$ cat config.mk
export PLATFORM = sky130hd
export DESIGN_NAME = regFile
export DESIGN_NICKNAME = d
export VERILOG_FILES = /design/src/design/procPkg.sv /design/src/design/regFile.sv
export SDC_FILE = /design/constraint.sdc
export NUM_CORES = 2
export LEC_CHECK = 0
export BUFFER_PORTS_ARGS = -buffer_cell sky130_fd_sc_hd__buf_2
export CAP_MARGIN = 30
export CORE_MARGIN = 4
export CORE_UTILIZATION = 55
export CTS_BUF_LIST = sky130_fd_sc_hd__clkbuf_4 sky130_fd_sc_hd__clkbuf_8
export CTS_CLUSTER_DIAMETER = 120
export DETAILED_ROUTE_END_ITERATION = 10
export GPL_TIMING_DRIVEN = 0
export PLACE_DENSITY = 0.71
export SYNTH_ARGS = -nofsm -noshare
export SYNTH_HDL_FRONTEND = slang
export SYNTH_SLANG_ARGS = --single-unit
$ cat constraint.sdc
create_clock -name clock -period 2.5 [get_ports clock]
set_input_delay 0.25 -clock clock [delete_from_list [all_inputs] [get_ports clock]]
set_output_delay 0.25 -clock clock [all_outputs]
set_load 0.01 [all_outputs]
$ cat src/design/procPkg.sv
package procPkg;

    localparam int dataWidth = 32;                 // Machine word
    localparam int regAddrWidth = 5;               // 32 architectural registers

    // Major opcodes, instr[31:27]
    typedef enum logic [4:0] {
        opRType = 5'b00000,
        opAddi  = 5'b00101,
        opSw    = 5'b00111,
        opLw    = 5'b01000,
        opBne   = 5'b00010,
        opBlt   = 5'b00110
    } opcodeT;

    // R-type function field, instr[6:2]
    typedef enum logic [4:0] {
        aluAdd = 5'b00000,
        aluSub = 5'b00001,
        aluAnd = 5'b00010,
        aluOr  = 5'b00011,
        aluSll = 5'b00100,
        aluSra = 5'b00101
    } aluOpT;

    typedef struct packed {
        opcodeT                  opcode;
        logic [regAddrWidth-1:0] rd;
        logic [regAddrWidth-1:0] rs;
        logic [regAddrWidth-1:0] rt;
        logic [4:0]              shamt;
        aluOpT                   aluOp;
        logic [1:0]              pad;   // Always zero
    } rTypeT;

    typedef struct packed {
        opcodeT                  opcode;
        logic [regAddrWidth-1:0] rd;
        logic [regAddrWidth-1:0] rs;
        logic [16:0]             imm;   // Signed, sign-extended in execute
    } iTypeT;

    // One instruction word, read as whichever format the opcode says
    typedef union packed {
        rTypeT rType;
        iTypeT iType;
    } instrWord;

    localparam instrWord nopWord = '0;    // add r0,r0,r0 doubles as the bubble

    // Execute operand sources
    localparam logic [1:0] bypassReg = 2'd0;
    localparam logic [1:0] bypassMem = 2'd1;
    localparam logic [1:0] bypassWb = 2'd2;

    // First register operand, 0 when none
    // Branches put rd on A so blt tests rd < rs
    function automatic logic [regAddrWidth-1:0] srcRegA(instrWord instr);
        case (instr.rType.opcode)
            opRType:            return instr.rType.rs;
            opAddi, opLw, opSw: return instr.iType.rs;  // Base or addend
            opBne, opBlt:       return instr.iType.rd;
            default:            return '0;
        endcase
    endfunction

    // Second register operand, 0 when none
    function automatic logic [regAddrWidth-1:0] srcRegB(instrWord instr);
        case (instr.rType.opcode)
            opRType:      return instr.rType.rt;
            opSw:         return instr.iType.rd;        // Store data
            opBne, opBlt: return instr.iType.rs;
            default:      return '0;
        endcase
    endfunction

    // Register written back, 0 for no write
    function automatic logic [regAddrWidth-1:0] destReg(instrWord instr);
        case (instr.rType.opcode)
            opRType:     return instr.rType.rd;
            opAddi, opLw: return instr.iType.rd;
            default:     return '0;
        endcase
    endfunction

endpackage

$ cat src/design/regFile.sv
`timescale 1ns/10ps

module regFile (
    input  logic                                clock,
    input  logic                                rst,
    input  logic                                writeEnable,
    input  logic [procPkg::regAddrWidth-1:0]    writeAddr,
    input  logic [procPkg::dataWidth-1:0]       writeData,
    input  logic [procPkg::regAddrWidth-1:0]    readAddrA,
    input  logic [procPkg::regAddrWidth-1:0]    readAddrB,
    output logic [procPkg::dataWidth-1:0]       readDataA,
    output logic [procPkg::dataWidth-1:0]       readDataB
);

    logic [procPkg::dataWidth-1:0] regs [1:31];  // No storage behind r0

    always_ff @(posedge clock) begin
        if (rst) begin
            for (int i = 1; i < 32; i++)
                regs[i] <= '0;
        end else if (writeEnable && writeAddr != '0) begin
            regs[writeAddr] <= writeData;
        end
    end

    // Same-cycle write shows up on the read ports
    assign readDataA = (readAddrA == '0) ? '0 :
                       (writeEnable && writeAddr == readAddrA) ? writeData : regs[readAddrA];
    assign readDataB = (readAddrB == '0) ? '0 :
                       (writeEnable && writeAddr == readAddrB) ? writeData : regs[readAddrB];

endmodule

# ---- After elaboration in Yosys (flattened, before gate mapping)
# Memories as Yosys holds them, arrays and structs flattened.
# Index checks and enable logic that the tools add are counted.
dict set report op_classes {
  eq_ne 2
  n_mux 12
  reduce_logical 7
}
# operator count
set op_table {}
lappend op_table {{$mux W32} 5}
lappend op_table {{$reduce_or A32 Y1} 1}
lappend op_table {{$eq A5 B5 Y1} 2}
lappend op_table {{$logic_not A5 Y1} 2}
lappend op_table {{$mux W1} 6}
lappend op_table {{$mux W5} 1}
lappend op_table {{$reduce_bool A5 Y1} 1}
lappend op_table {{$logic_and A1 B1 Y1} 3}
dict set report word_totals {
  ff_bits 0
  mem_count 1
  wordCells 22
  ramBits 992
  out_inout_bits 64
}
# name words width read_ports rd_ports_with_merged_regs write_ports line_no
set memory_table {}
lappend memory_table {regs 31 32 2 0 31 regFile.sv:15} ;# logic [procPkg::dataWidth-1:0] regs [1:31];

# ---- Depth between registers and ports, before layout
dict set report depth {
  word_depth 7
  ltp_mapped 9
  ltp_nobuf 5
}

# ---- Least setup slack after synthesis
# No wires, ideal clock.
dict set report synth_timing {
  kind {input -> output}
  from {in readAddrB[1] (netlist bit)}
  to {out readDataB[30] (netlist bit)}
  path_slack_ps 419
  required_ps 2250
  n_path_buf 3
  cell_stages 7
  t_arrival_ps 1831
  path_cell_list {buf_2 buf_2 clkbuf_1 mux4_2 a211oi_1 o21ai_1 a32o_1}
}
dict set report synth_via {
  elab_chain_cells 4
  word_cells_on_any_way 6
  cone_classes {eq/ne (1); mux (2); reduce/logical (2); memory (1)}
}
# item line_no
set synth_rtl {}
lappend synth_rtl {{from (decl)} regFile.sv:10} ;# input logic [procPkg::regAddrWidth-1:0] readAddrB,
lappend synth_rtl {{branches (longest 3 deep; another with $mem_v2 Z31 W32)} n/a}
lappend synth_rtl {{$mux W32 (*)} regFile.sv:29} ;# assign readDataB = (readAddrB == '0) ? '0 :
lappend synth_rtl {{to (decl)} regFile.sv:12} ;# output logic [procPkg::dataWidth-1:0] readDataB
# Mark *: on every way between the ends.

# ---- Worst setup path after layout
dict set report layout_timing {
  from {in readAddrA[1] (netlist bit)}
  to {out readDataA[20] (netlist bit)}
}
dict set report layout_via {
  elab_chain_cells 4
  word_cells_on_any_way 6
  cone_classes {eq/ne (1); mux (2); reduce/logical (2); memory (1)}
}
# item line_no
set layout_rtl {}
lappend layout_rtl {{from (decl)} regFile.sv:9} ;# input logic [procPkg::regAddrWidth-1:0] readAddrA,
lappend layout_rtl {{branches (longest 3 deep; another with $mem_v2 Z31 W32)} n/a}
lappend layout_rtl {{$mux W32 (*)} regFile.sv:27} ;# assign readDataA = (readAddrA == '0) ? '0 :
lappend layout_rtl {{to (decl)} regFile.sv:11} ;# output logic [procPkg::dataWidth-1:0] readDataA,
# Marks and branches as above.

==> impl_metrics.ini <==
[outcome]
status = finished, violations left
violations = negative setup slack

[worst_setup_path]
worstPathArrival_ns = 2.98
path_max_fanout = 10
cp_common_cell = buf_2
cp-end-kind = output port
cpMaxStageDelayCell = clkbuf_1
worst-path-stages = 9
cp-start-kind = input port
crit_family = buffers and inverters
required_ns = 2.25
max_stage_delay_ns = 0.52
path_class = in2out
crit_buf_inv = 5
worstPathCellList = buf_4 > buf_2 > clkbuf_1 > buf_16 > mux4_2 > a22oi_2 > a21oi_1 > a221o_1 > buf_2

[routing]
wl_per_cell_um = 42.1
routed_via_density = 7.24
drt_wl_total_um = 238000
drt_iter0_drc = 6708
vias = 40900
drc = 0
postRouteAntennaNets = 0
firstDrtPassIters = 8

[final_layout]
layout.nets = 4271
top_register = regs
largest_reg_flops = 1024
final.fill_count = 7248
syn_to_final_growth_pct = 16.5
reg_top3 = regs (1024)
final_layout_size_suffix_gt1_share_pct = 28.4
fin_util_pct = 64.9

[power]
power.density_mw_per_mm2 = 664
p_leak_uw = 0.0229
vdd_drop_max_mv = 0.547

[timing]
slew_viol_final = 0
final.min_clock_period_ns = 3.23
relSlewSlack_pct = 20.3
fin_ws_ns = -0.732
rsz0062_at_grt = true
finalHoldViolCount = 0
max_clock_freq_mhz = 309
post-route-period-util_pct = 129
setup_viol = 68
tightest_slew_ns = 1.19

[grt]
grt_usage_pct = 44.5
grt_max_degree = 33
grt_pass1_vias = 39400
antenna_found_initial = 10
grt-ovfl-total = 0
grt_pass1_wl_um = 319000

[min_path]
hp-class = in2reg
min_path_cells = 2

[logic_synthesis]
async_flop_share_pct = 0
ys_seq_area_share_pct = 55.9
syn_inst = 3801
synth_top_area_share_pct = 55.9
yosys_warnings = 0
yosysMostFrequentCell = edfxtp_1
synth_area_mm2 = 0.0551
synth-main-ff-cell = edfxtp_1
yosysUniqueCellTypes = 52
syn_area_per_cell_um2 = 14.5
synth_area_leaders = edfxtp_1, mux4_2, and2_1
synth_top_area_cell = edfxtp_1
yosys-top-cells-count = edfxtp_1, and2_1, mux4_2, mux2i_1, clkbuf_1
ys_ff_latch = 1024
synth_edf_count = 1024

[floorplan]
core_area_mm2 = 0.0989
num_rows = 115
io_pins = 114
initial_core_util_pct = 55.7
design.die.area_mm2 = 0.105
fp.dieW_um = 324
fp.dieH_um = 324

[placement]
pre_cts_slack_ns = -1.46
dp_hpwl_um = 168000
gp_congestion = 1.06
port-buffer-count = 103

[clocking]
root_buffer = clkbuf_8
clock_sinks = 1024
htreeDepth = 4
path_clk_slew_ns = 0.07
cts_tree = yes
numCtsBuffers = 174
clk_path_buf_depth = 3

[run]
cap_violations = 0
==> final cells by class <==
class / instances / area, um^2 / share of cell area (%)
repair buffers: 216 / 2420 / 3.77
flip-flops and latches: 1024 / 30700 / 48.0
well taps: 1287 / 1610 / 2.51
multi-input cells: 2394 / 23700 / 37.0
inverters: 2 / 12.5 / 0.0195
clock inverters: 63 / 408 / 0.636
diodes: 11 / 27.5 / 0.0429
plain buffers: 409 / 2230 / 3.48
clock buffers: 243 / 2960 / 4.61
==> through the flow <==
step                      instance area, um^2  hold slack, ns  TNS [ns]  cells  total power (uW)
after floorplan                         55200           0.349         0   3832             23700
after global placement                  57300           0.548   -800.94   5222             26300
after detailed placement                58500           0.550   -460.91   5290             26600
after CTS                               63600           0.207    -25.63   5631             41900
after global routing                    64100           0.256    -26.98   5639             43200
final                                   64100           0.243    -27.54   5649             42600
==> metal layers <==
layer  part of all wire [%]  global-route usage [%]  wire length [um]
met5                 0.0055                       0                13
met3                     15                    16.0             34800
met2                     42                    62.4             99400
met1                     34                    56.2             80000
met4                    9.9                    35.3             23400
==> logic make-up (layout without fill, tap and decap cells) <==
group                  Yosys count  after routing  synth area share (%)
AND/OR/NAND/NOR               1184           1184                  13.0
flip-flops                    1024           1024                  55.9
multiplexers                   711            711                  21.5
AO/OA/AOI/OAI                  457            457                  6.03
buffers and inverters          414            933                  3.51
XOR/XNOR                        10             10                 0.159
other                            1             43               0.00681
==> layout by cell type, fill, tap and decap left out, types with 9 or more instances in the layout <==
cell              n
a211oi_2         29
a21oi_1          58
a221o_1          10
a221oi_1         18
a221oi_2          9
a22oi_1          83
a22oi_2          24
a32o_2           27
and2_1          992
buf_12           32
buf_2            99
buf_4            50
buf_6            73
buf_8            45
clkbuf_1        230
clkbuf_2         40
clkbuf_4         71
clkbuf_8        182
clkinv_1         39
clkinv_2         16
conb_1           32
diode_2          11
dlygate4sd3_1    32
edfxtp_1       1024
mux2i_1         305
mux2i_4          20
mux4_2          375
nand2_1          62
nand3_1          11
nor2_1           43
o21ai_1          32
o21ai_2          16
o221a_1           9
o221ai_1         30
o22ai_1          36
or2_2            32
xnor2_1          10
==> power by group <==
| group | switching [uW] | internal, uW | total, uW |
|---|---|---|---|
| registers | 492 | 19800 | 20300 |
| clock network | 7250 | 8100 | 15400 |
| logic | 4280 | 2600 | 6880 |
| total | 12000 | 30500 | 42600 |
==> final timing paths <==
check / slack (ns) / to / from
max: -0.73 / readDataA[20] / readAddrA[1]
min: 0.24 / regs[0][27] / writeData[27]
==> what timing repair did <==
item | 4_1_cts | 5_1_grt
pin swaps | 108 | 36
setup endpoints to repair | 64 | 64
resized for setup | 332 | 113
hold buffers | 32 | 0
setup buffers | 5 | 3
endpoints found under the hold margin | 64 | 0
No activity file was read; power rests on OpenSTA's default activity.
